## src/verilog/uart_rx_consts.svh

```systemverilog
// --------------------------------------------------
// uart receiver constants
// oversampling ratio, start-bit confirm point,
// channel count and baud divisor width
// --------------------------------------------------
`ifndef UART_RX_CONSTS_SVH
`define UART_RX_CONSTS_SVH

`default_nettype none

// ticks per serial bit
`define UART_OVERSAMPLE 16

// tick count at which a start bit is taken as real
`define UART_MID_SAMPLE 8

`define UART_NUM_CH 4      // receive channels
`define UART_DIV_W  16     // baud divisor width

`default_nettype wire

`endif
```

## src/verilog/baud_tick_gen.sv

```systemverilog
// --------------------------------------------------
// oversampling tick generator
// one-cycle tick every baud_div+1 clocks
// --------------------------------------------------
`timescale 1ns/1ps
`include "uart_rx_consts.svh"
`default_nettype none

module baud_tick_gen (
  input  logic                   clk,
  input  logic                   aresetn,
  input  logic [`UART_DIV_W-1:0] baud_div,
  output logic                   tick
);

  logic [`UART_DIV_W-1:0] div_cnt;

  // down-counter, a new divisor is picked up at the next reload
  always_ff @(posedge clk or negedge aresetn)
  begin
    if (!aresetn)
    begin
      div_cnt <= '0;
      tick    <= 1'b0;
    end
    else if (div_cnt == '0)
    begin
      div_cnt <= baud_div;
      tick    <= 1'b1;
    end
    else
    begin
      div_cnt <= div_cnt - 1'b1;
      tick    <= 1'b0;
    end
  end

endmodule

`default_nettype wire

```

## config.mk

```make
export PLATFORM = sky130hd
export DESIGN_NAME = baud_tick_gen
export DESIGN_NICKNAME = d
export VERILOG_FILES = /design/src/verilog/baud_tick_gen.sv
export VERILOG_INCLUDE_DIRS = /design/src /design/src/verilog
export SDC_FILE = /design/constraint.sdc
export NUM_CORES = 1
export LEC_CHECK = 0
export BUFFER_PORTS_ARGS = -buffer_cell sky130_fd_sc_hd__buf_2
export CAP_MARGIN = 0
export CORE_MARGIN = 10
export CORE_UTILIZATION = 50
export CTS_CLUSTER_DIAMETER = 100
export CTS_CLUSTER_SIZE = 8
export DETAILED_ROUTE_END_ITERATION = 7
export GPL_ROUTABILITY_DRIVEN = 0
export HOLD_SLACK_MARGIN = 0.08
export PLACE_DENSITY = 0.81
export SLEW_MARGIN = 0
export SYNTH_ARGS = -nofsm -noshare
export SYNTH_HDL_FRONTEND = slang
export SYNTH_SLANG_ARGS = --single-unit
```

## constraint.sdc

```tcl
create_clock -name clk -period 2.3 [get_ports clk]
set_input_delay 0 -clock clk [delete_from_list [all_inputs] [get_ports clk]]
set_output_delay 0 -clock clk [all_outputs]
set_load 0.01 [all_outputs]
```

==> results.md <==
- Critical Path Start Type: register
- Distinct cells, synth: 29
- CP Max Fanout: 7
- Port buffer count: 18
- Critical path cell sequence: inv_1 -> ha_1 -> nor4b_1 -> nand4_1 -> buf_4 -> nor2_1 -> a21oi_1
- Row cnt: 15
- Yosys reg bits: 17
- Fin Clk Skew: 0.00435 ns
- EDFF count, synth: 0
- WL met2: 1100 um
- Die width: 63.3 um
- Die footprint: 4000 um^2
- Post-route cell area: 1250 um^2
- Clock buffer count from CTS: 3
- CP Data Required Time: 2.49 ns
- CTS tree: yes
- CP Class: reg2reg
- Final setup fails: 0
- Outcome: completed
- Area growth, synth to finish: 33.8%
- Power Total: 0.00107 W
- Post-DP HPWL: 1570 um
- Vias: 908
- Core Footprint: 1750 um^2
- Top routing layer used: met4
- Vias per Instance: 5.50
- Final min period: 1.97 ns
- Post-synth top area share: 45.5%
- Largest net degree at the start of global routing: 18
- Final Max Slew Viols: 0
- Postcts setup bufs: 0
- Die Y: 63.3 um
- Wl on met1: 969 um
- Worst skew pair latency: 0.30 ns
- Leading area contributor after synthesis: dfrtp_1
- Main synth FF type: dfrtp_1
- Final WL: 2350 um
- Syn_area_per_cell: 9.18 um^2
- Antenna diodes: 0
- Hold Fails Final Rpt: 0
- RSZ-0062 raised after global routing: false
- P_leak: 0.539 nW
- Initial antenna violation count: 0
- Slowest cell on the critical path: dfrtp_1
- Gr usage total: 12.6%
- Setup TNS: 0 ns
- Syn Inst Count: 102
- Critical Path AT: 2.16 ns
- Vias in the first global route: 979
- Sequential share of the synthesized area: 45.5%
- Final Core Density: 71.8%
- Min-Delay Path Class: in2reg
- Initial Util: 53.6%
- Detailed Routing Iterations Pass 1: 4
- DR DRC count: 0
- Io pins: 19
- Gr ovfl total: 0
- Max-Slew Margin vs Limit: 74.5%
- Placed instance area: 1070 um^2
- Clock Sinks: 17
- Post-cts resize count: 0
- Metal3 WL: 162 um
- Slew @ Worst Pin: 0.382 ns
- Clock buffer depth: 2
- First-pass GRT wire length: 4220 um
- Critical Path Max Stage Delay: 0.46 ns
- Cell Area, Synth: 936 um^2
- Top post-synthesis cells by area: dfrtp_1 (45%), a21oi_1 (8.0%), xor2_1 (7.5%), nor2_1 (6.8%), nand4_1 (3.3%)
- Post-synthesis async set-or-reset flop share: 100%
- CP Capture Type: register
- Antenna-violating nets left: 0
- CTS Root Cell: clkbuf_4
- Achievable frequency: 0.508 GHz
- Htree depth: 1
- DRT iter0 DRCs: 20
- Pwr/cell area: 858 nW/um^2
- Final Cycle Share: 85.6%
- Maxcap violations: 0
- Layout cells sized above 1: 21.4%
- Post-synth top cells: dfrtp_1 (17), nor2_1 (17), a21oi_1 (15), xor2_1 (8), nand4_1 (5)
- Synth warn: 0
- Worst IR drop on VDD: 0.526 mV
- Syn_nets: 122
- Nets: 161
- Fillers: 133
- Drt wl/cell: 14.2 um
- Clk slew on worst S/H paths: 0.10 ns
## path summary, 6_finish.rpt
| kind | from | end | slack [ns] | cells after the start |
|---|---|---|---|---|
| worst max register to register | div_cnt[0]$_DFF_PN0_ | div_cnt[2]$_DFF_PN0_ | 0.33 | 7 |
| worst min-delay path | baud_div[15] | div_cnt[15]$_DFF_PN0_ | 0.09 | 4 |
| max in group asynchronous | aresetn | tick$_DFF_PN0_ | 1.89 | 2 |
| worst min register to register | div_cnt[14]$_DFF_PN0_ | div_cnt[14]$_DFF_PN0_ | 0.56 | 1 |
| min in group asynchronous | aresetn | div_cnt[13]$_DFF_PN0_ | 0.13 | 2 |
| worst max-delay path | div_cnt[0]$_DFF_PN0_ | div_cnt[2]$_DFF_PN0_ | 0.33 | 7 |
## per-stage QoR
| stage | instances | hold slack [ns] | setup WS (ns) |
|---|---|---|---|
| 6_report | 165 | 0.0882 | 0.331 |
| 5_1_grt | 165 | 0.100 | 0.216 |
| 4_1_cts | 165 | 0.0983 | 0.402 |
| 3_5_place_dp | 146 | -0.0583 | 0.420 |
| 3_3_place_gp | 146 | -0.0610 | 0.450 |
| 2_1_floorplan | 102 | -0.296 | 0.690 |
## what timing repair did
item	4_1_cts	5_1_grt
setup endpoints to repair	0	0
endpoints found under the hold margin	31	0
hold buffers	15	0
## kinds of logic after synthesis
family / Yosys count / share of synthesized area (%)
buffers and inverters: 7 / 3.34
xor gates and xnor gates: 10 / 9.36
adders and majority gates: 2 / 2.67
AOI/OAI and AO/OA: 21 / 12.6
and+or+nand+nor: 44 / 25.4
DFF: 17 / 45.5
muxes: 1 / 1.20
## layout make-up
class | count | area [um^2] | share of cell area [%]
clock buffer | 3 | 22.5 | 1.80
timing repair buffer | 38 | 278 | 22.2
clock inverter | 1 | 5.00 | 0.400
sequential | 17 | 425 | 34.0
inverter | 3 | 11.3 | 0.899
tap | 25 | 31.3 | 2.50
multi-input combinational | 78 | 479 | 38.3
## flip-flops by register name (all words and copies together), names as in the netlist
name and count:
div_cnt 16, tick 1
## worst max-delay path: cells and delay by family, from the launching register on
family,cells,cell delay [ns]
AO/OA/AOI/OAI,1,0.06
adder cells (fa/ha/maj),1,0.21
buffers and inverters,2,0.38
flip-flops,1,0.46
AND/OR/NAND/NOR,3,0.75
## cell usage in the layout, fill, tap and decap left out, types with 2 or more instances in the layout
| cell | Yosys | layout |
|---|---|---|
| buf_2 | 1 | 18 |
| nor2_1 | 17 | 17 |
| dfrtp_1 | 17 | 17 |
| a21oi_1 | 15 | 15 |
| dlygate4sd3_1 | 0 | 15 |
| xor2_1 | 8 | 8 |
| nand4_1 | 5 | 5 |
| buf_4 | 1 | 5 |
| nand2_1 | 4 | 4 |
| nor3_1 | 3 | 3 |
| inv_1 | 3 | 3 |
| nand3_1 | 3 | 3 |
| clkbuf_4 | 0 | 3 |
| nor2b_1 | 2 | 2 |
| nand3b_1 | 2 | 2 |
| o21a_1 | 2 | 2 |
| or4_1 | 2 | 2 |
| xnor2_1 | 2 | 2 |
| ha_1 | 2 | 2 |
## layer usage
metal	GRT usage [%]	vias up
met5	0	-
met4	10.1	0
met3	4.42	14
met2	20.1	34
met1	13.3	418
li1	-	442
## power breakdown
part	leakage [nW]	total, W	switching [W]	internal [W]
clock network	0.0177	0.000167	0.000102	0.0000649
registers	0.201	0.000531	0.000129	0.000402
logic	0.321	0.000376	0.000182	0.000194
(Power assumes the default switching activity.)
