[src/verilog/uart_rx_consts.svh]
// --------------------------------------------------
// uart receiver constants
// oversampling ratio, start-bit confirm point,
// channel count and baud divisor width
// --------------------------------------------------
`ifndef UART_RX_CONSTS_SVH
`define UART_RX_CONSTS_SVH

`default_nettype none

// ticks per serial bit
`define UART_OVERSAMPLE 16

// tick count at which a start bit is taken as real
`define UART_MID_SAMPLE 8

`define UART_NUM_CH 4      // receive channels
`define UART_DIV_W  16     // baud divisor width

`default_nettype wire

`endif
[src/verilog/uart_rx_pkg.sv]
// --------------------------------------------------
// uart receiver types
// line configuration, received frame, collector
// output word and the shift register word views
// --------------------------------------------------
`default_nettype none

package uart_rx_pkg;

  // line format, shared by all channels
  typedef struct packed {
    logic bit8;        // eight data bits, else seven
    logic parity_en;   // parity bit after the data
    logic odd_parity;  // odd, else even
  } line_cfg_t;

  // --------------------------------------------------
  // shift register word, read per data length
  // --------------------------------------------------
  typedef struct packed {
    logic       parity;
    logic [7:0] data;
  } frame8_t;

  typedef struct packed {
    logic       spare;   // never written in seven-bit mode
    logic       parity;
    logic [6:0] data;
  } frame7_t;

  typedef union packed {
    frame8_t w8;
    frame7_t w7;
  } frame_word_u;

  typedef logic [1:0] ch_idx_t;

  typedef struct packed {
    logic [7:0] data;         // bit 7 zero in seven-bit mode
    logic       parity_err;
    logic       framing_err;  // stop bit sampled low
  } rx_frame_t;

  typedef struct packed {
    rx_frame_t frame;
    ch_idx_t   channel;
  } rx_out_t;

endpackage

`default_nettype wire

[src/verilog/uart_rx_channel.sv]
// --------------------------------------------------
// single uart receive channel
// majority filter, start detect at mid-bit, data and
// parity shift-in, parity and framing checks
// --------------------------------------------------
`timescale 1ns/1ps
`include "uart_rx_consts.svh"
`default_nettype none

module uart_rx_channel (
  input  logic                   clk,
  input  logic                   aresetn,
  input  logic                   tick,
  input  uart_rx_pkg::line_cfg_t cfg,
  input  logic                   serial_in,
  output logic                   frame_valid,
  output uart_rx_pkg::rx_frame_t frame
);
  import uart_rx_pkg::*;

  localparam logic [3:0] MID_CNT  = 4'(`UART_MID_SAMPLE);
  localparam logic [3:0] LAST_CNT = 4'(`UART_OVERSAMPLE - 1);

  typedef enum logic [1:0] {
    ST_IDLE,
    ST_DATA,
    ST_STOP,
    ST_WAIT
  } rx_state_t;

  rx_state_t   state;
  logic [2:0]  samples;     // newest sample in bit 2
  logic        rx_filt;
  logic [3:0]  samp_cnt;    // ticks within the current bit
  logic [3:0]  bit_cnt;     // data and parity bits taken so far
  logic [3:0]  last_bit;    // index of the final bit, also the insert point
  frame_word_u shift_q;
  logic        par_acc;     // running xor of sampled bits
  logic        start_ok;
  logic        bit_centre;
  logic        stop_hit;

  // shift the word right below the insert point and drop the new bit at top
  function automatic frame_word_u shift_in(frame_word_u w, logic [3:0] top, logic b);
    logic [8:0] src;
    logic [8:0] res;
    src = w;
    res = w;
    for (int i = 0; i < 8; i++)
    begin
      if (i < int'(top))
        res[i] = src[i+1];
    end
    res[top] = b;
    return res;
  endfunction

  // --------------------------------------------------
  // line filter
  // --------------------------------------------------
  always_ff @(posedge clk or negedge aresetn)
  begin
    if (!aresetn)
      samples <= 3'b111;  // idle line
    else if (tick)
      samples <= {serial_in, samples[2:1]};
  end

  // two out of three vote
  assign rx_filt = (samples[0] & samples[1]) | (samples[0] & samples[2]) |
                   (samples[1] & samples[2]);

  assign start_ok   = (state == ST_IDLE) && !rx_filt && (samp_cnt == MID_CNT);
  assign bit_centre = (samp_cnt == LAST_CNT);
  assign stop_hit   = tick && (state == ST_STOP) && bit_centre;

  // --------------------------------------------------
  // sample counter and state machine
  // --------------------------------------------------
  always_ff @(posedge clk or negedge aresetn)
  begin
    if (!aresetn)
      samp_cnt <= '0;
    else if (tick)
    begin
      // held at zero while idle-high, realigned on start confirm
      if ((state == ST_IDLE && (rx_filt || samp_cnt == MID_CNT)) || state == ST_WAIT)
        samp_cnt <= '0;
      else
        samp_cnt <= samp_cnt + 4'd1;  // wraps at the bit centre
    end
  end

  always_ff @(posedge clk or negedge aresetn)
  begin
    if (!aresetn)
    begin
      state    <= ST_IDLE;
      bit_cnt  <= '0;
      last_bit <= '0;
    end
    else if (tick)
    begin
      case (state)
        ST_IDLE:
        begin
          if (start_ok)
          begin
            state    <= ST_DATA;
            bit_cnt  <= '0;
            last_bit <= 4'd6 + 4'(cfg.bit8) + 4'(cfg.parity_en);
          end
        end
        ST_DATA:
        begin
          if (bit_centre)
          begin
            bit_cnt <= bit_cnt + 4'd1;
            if (bit_cnt == last_bit)
              state <= ST_STOP;
          end
        end
        ST_STOP:
        begin
          if (bit_centre)
            state <= ST_WAIT;
        end
        ST_WAIT:
        begin
          if (rx_filt)
            state <= ST_IDLE;  // low stop bit holds us here until the line frees
        end
        default: state <= ST_IDLE;
      endcase
    end
  end

  // --------------------------------------------------
  // shift register, parity and frame output
  // --------------------------------------------------
  always_ff @(posedge clk)
  begin
    if (tick)
    begin
      if (start_ok)
      begin
        shift_q <= '0;
        par_acc <= 1'b0;
      end
      else if (state == ST_DATA && bit_centre)
      begin
        shift_q <= shift_in(shift_q, last_bit, rx_filt);
        par_acc <= par_acc ^ rx_filt;
      end
    end
  end

  always_ff @(posedge clk or negedge aresetn)
  begin
    if (!aresetn)
      frame_valid <= 1'b0;
    else
      frame_valid <= stop_hit;
  end

  always_ff @(posedge clk)
  begin
    if (stop_hit)
    begin
      frame.data        <= cfg.bit8 ? shift_q.w8.data : {1'b0, shift_q.w7.data};
      frame.parity_err  <= cfg.parity_en & (par_acc ^ cfg.odd_parity);
      frame.framing_err <= ~rx_filt;
    end
  end

endmodule

`default_nettype wire

[config.mk]
export PLATFORM = sky130hd
export DESIGN_NAME = uart_rx_channel
export DESIGN_NICKNAME = d
export VERILOG_FILES = /design/src/verilog/uart_rx_pkg.sv /design/src/verilog/uart_rx_channel.sv
export VERILOG_INCLUDE_DIRS = /design/src /design/src/verilog
export SDC_FILE = /design/constraint.sdc
export NUM_CORES = 1
export LEC_CHECK = 0
export BUFFER_PORTS_ARGS = -buffer_cell sky130_fd_sc_hd__buf_4
export CAP_MARGIN = 5
export CORE_AREA = 8 8 81 83
export CTS_CLUSTER_DIAMETER = 120
export DETAILED_ROUTE_END_ITERATION = 7
export DIE_AREA = 0 0 89 91
export GPL_ROUTABILITY_DRIVEN = 0
export PLACE_DENSITY = 0.61
export SLEW_MARGIN = 40
export SYNTH_ARGS = -nofsm -noshare
export SYNTH_HDL_FRONTEND = slang
export SYNTH_SLANG_ARGS = --single-unit
export TNS_END_PERCENT = 5
[constraint.sdc]
create_clock -name clk -period 3.65 [get_ports clk]
set_input_delay 0.1825 -clock clk [delete_from_list [all_inputs] [get_ports clk]]
set_output_delay 0.1825 -clock clk [all_outputs]
set_load 0.02 [all_outputs]
==> results.rst <==
.. list-table::
   :header-rows: 1

   * - Metric
     - Value
   * - Req. time, crit path
     - 3.58 ns
   * - Pre-antenna DRT Iters
     - 4
   * - Worst slew margin
     - 0.6195
   * - Cell count after synthesis
     - 164
   * - Number of diodes added for antenna fixing
     - 0
   * - Cells traversed along the worst timing path
     - inv_1, ha_1, nand4b_2, o21ai_0, and2_1
   * - Total detailed-routing wirelength
     - 3.190 mm
   * - Number of setup violations in the final report
     - 0
   * - Iteration-0 DRC count of the detailed router
     - slightly below 80
   * - Post-synthesis instance area
     - 1805 µm²
   * - Area delta synth->final
     - 17.60%
   * - Reg2Reg Launch Point
     - state[0]
   * - Remaining global-route overflow
     - 0
   * - Arrival time of data at the critical path endpoint
     - 2.01 ns
   * - Total number of vias
     - 1198
   * - FF-to-FF path depth
     - 5
   * - Unrepaired setup endpoints after global routing
     - false
   * - Mean number of vias per cell
     - roughly 4.7
   * - Global-route wire length before repair
     - approximately 5.4 mm
   * - Worst r2r dst
     - shift_q[7]
   * - Flop and latch count out of synthesis
     - 37
   * - PnR worst setup slack
     - 1.568 ns
   * - Clock Pin Slew Worst Setup and Hold Paths
     - ~0.070 ns
   * - Count of pins on the block boundary
     - 18
   * - Most frequent cells in the layout
     - sky130_fd_sc_hd__nand2_1, sky130_fd_sc_hd__edfxtp_1, sky130_fd_sc_hd__buf_4, sky130_fd_sc_hd__a21oi_1, sky130_fd_sc_hd__dfrtp_1
   * - Power per cell area
     - 659.3 nW/µm²
   * - FILL cells
     - around 550
   * - Slew at the pin with the worst max-slew slack
     - 0.5702 ns
   * - Part of the Yosys area used for sequential elements
     - 0.5703
   * - Cts bufs inserted
     - 5
   * - Count of maximum capacitance violations
     - 0
   * - Endpoints failing hold
     - 0
   * - Minimum period implied by the final worst setup slack
     - 2.082 ns
   * - Total of warnings raised by yosys
     - 0
   * - Core Region
     - 5338 µm²
   * - Number of nets in the final layout
     - about 200
   * - Fraction of layout instances using a drive strength above 1
     - 0.2216
   * - Crit-path leading delay family
     - simple AND/OR/NAND/NOR gates
   * - WS Path Type
     - reg -> reg
   * - Net Count, Synth
     - roughly 180
   * - Buffer depth of the longest clock path
     - 2
   * - Number of levels in the clock H-tree
     - 2
   * - Number of max-slew violations in the final report
     - 0
   * - Share of synthesized flip-flops with an asynchronous set or reset
     - 0.4595
   * - Clock insertion delay at the later pin of the skew report
     - 0.29 ns
   * - Static leakage
     - 0.8827 nW
   * - Antenna violations before repair
     - 0
   * - Number of port buffers
     - 17
   * - Startpoint of the tightest hold check path
     - serial_in
   * - Result of the run
     - finished, final reports clean
   * - Ratio of final minimum period to clock period
     - 0.5703
   * - Routed wire length per instance
     - 12.41 µm
   * - Die X
     - 89 µm
   * - Slack of the worst reg-to-reg path
     - roughly 1.6 ns
   * - Maximum number of pins on one net before global-route repair
     - 18
   * - CTS sink count
     - 37
   * - Final HPWL DP
     - 2.285 mm
   * - Area enclosed by the die boundary
     - around 8100 µm²
   * - Layout Skew
     - approximately 0.011 ns
   * - Worst voltage drop across the vdd grid
     - 270.9 µV
   * - Fin Setup TNS
     - 0 ns
   * - DRC errors left
     - 0
   * - Setup slack at placement
     - around 1.5 ns
   * - Vias in the first global route
     - 1126
   * - Critical-path maximum fanout
     - 10
   * - Clock root cell
     - sky130_fd_sc_hd__clkbuf_8
   * - CP max stage delay
     - about 0.44 ns
   * - Count of flip-flops with a built-in enable after synthesis
     - 20
   * - Clock tree from TritonCTS
     - done
   * - Crit. End Element
     - flop
   * - Antenna violation net count after detailed routing
     - 0
   * - Mean cell area of the mapped netlist
     - 11.01 µm²
   * - CTS-repair resized insts
     - 0
   * - Site Rows
     - 27
   * - Primary FF master, synth
     - sky130_fd_sc_hd__edfxtp_1
   * - Worst hold stages
     - 2
   * - Library cell contributing the largest single delay on the critical path
     - sky130_fd_sc_hd__and2_1
   * - Buffers plus inverters on the worst setup path
     - 1
   * - Endpoint of the worst hold path
     - samples[2]
   * - Highest clock frequency the design can meet
     - 0.4804 GHz
   * - Starting Density
     - 0.3383
   * - HP Class
     - in -> reg
   * - Die Span Y
     - ~90 µm
   * - Worst Setup Start Kind
     - flop
   * - Count of cell types in the netlist
     - 36
   * - Combined global-route utilization of all metal layers
     - 0.08688
per-layer routing:
layer  vias up  share of wire  GRT usage  wire length, µm
li1        620              -          -                -
met1       554           0.46     0.1070             1481
met2        19           0.47     0.1311             1489
met3         5          0.052    0.02883              165
met4         0          0.017    0.04438               53
met5         -              0          0                0
sequential cells by signal, summed over array words and instances (netlist names):
name / count
last_bit: 3
state: 2
frame: 10
samples: 3
shift_q: 9
frame_valid: 1
par_acc: 1
samp_cnt: 4
bit_cnt: 4
through the flow:
stage / cells / power, W / util / instance area [µm²] / hold slack (ns)
floorplan: 164 / 0.0009720 / - / 1805 / -0.1131
global placement: 248 / 0.001056 / 0.3753 / 2003 / 0.06015
detailed placement: 248 / 0.001069 / 0.3758 / 2006 / 0.06521
CTS: 257 / 0.001416 / 0.3978 / 2123 / 0.1268
global route: 257 / 0.001518 / 0.3978 / 2123 / 0.1159
finish: 257 / 0.001400 / 0.3978 / 2123 / 0.1287
worst max-delay path by stage:
stage / start / endpoint / depth (start not counted)
final: state[0] / shift_q[7] / 5
after global routing: state[0] / shift_q[2] / 5
after CTS: state[0] / shift_q[7] / 5
after detailed placement: state[0] / shift_q[4] / 5
after global placement: state[0] / shift_q[5] / 5
after floorplan: state[0] / state[1] / 6
power breakdown:
group | leakage, nW | switching (W) | internal, W
registers | 0.389 | 0.0000930 | 0.000533
logic | 0.438 | 0.000238 | 0.000192
clock network | 0.0552 | 0.000141 | 0.000203
layout make-up:
| class | count | area [µm²] | area share |
|---|---|---|---|
| sequential | 37 | 1030 | 0.4850 |
| multi-input combinational | 111 | 716.9 | 0.3377 |
| timing repair buffer | 18 | 137.6 | 0.06482 |
| tap | 72 | 90.09 | 0.04243 |
| clock buffer | 6 | 72.57 | 0.03418 |
| inverter | 11 | 41.29 | 0.01945 |
| clock inverter | 2 | 35.03 | 0.01650 |
cells in the mapped netlist, types with 2 or more instances:
cell type | count | area share
sky130_fd_sc_hd__a21oi_1 | 14 | 0.039
sky130_fd_sc_hd__and2_1 | 3 | 0.010
sky130_fd_sc_hd__and3_1 | 2 | 0.0069
sky130_fd_sc_hd__clkbuf_1 | 4 | 0.0083
sky130_fd_sc_hd__dfrtp_1 | 14 | 0.19
sky130_fd_sc_hd__dfstp_2 | 3 | 0.044
sky130_fd_sc_hd__edfxtp_1 | 20 | 0.33
sky130_fd_sc_hd__ha_1 | 8 | 0.055
sky130_fd_sc_hd__inv_1 | 10 | 0.021
sky130_fd_sc_hd__mux2_1 | 2 | 0.012
sky130_fd_sc_hd__mux2_2 | 3 | 0.019
sky130_fd_sc_hd__mux2i_1 | 2 | 0.011
sky130_fd_sc_hd__nand2_1 | 20 | 0.042
sky130_fd_sc_hd__nand2b_1 | 2 | 0.0069
sky130_fd_sc_hd__nand3_1 | 7 | 0.019
sky130_fd_sc_hd__nand4_1 | 2 | 0.0069
sky130_fd_sc_hd__nor2_1 | 11 | 0.023
sky130_fd_sc_hd__nor3_1 | 2 | 0.0055
sky130_fd_sc_hd__o21ai_0 | 13 | 0.036
sky130_fd_sc_hd__o21ai_1 | 4 | 0.011
sky130_fd_sc_hd__xor2_1 | 3 | 0.015
cell families (layout without fill, tap and decap cells):
family,after synthesis,count (layout),share of synthesized area
AO/OA/AOI/OAI,37,37,0.1171
XOR/XNOR,3,3,0.01456
adder cells (fa/ha/maj),9,9,0.06306
buffers and inverters,16,37,0.03395
flip-flops,37,37,0.5703
multiplexers,8,8,0.05058
AND/OR/NAND/NOR,54,54,0.1504
timing repair:
action / in CTS / in global routing
setup buffers: 0 / 0
endpoints found under the hold margin: 17 / 0
hold buffers: 1 / 0
No activity file was read; power rests on OpenSTA's default activity.
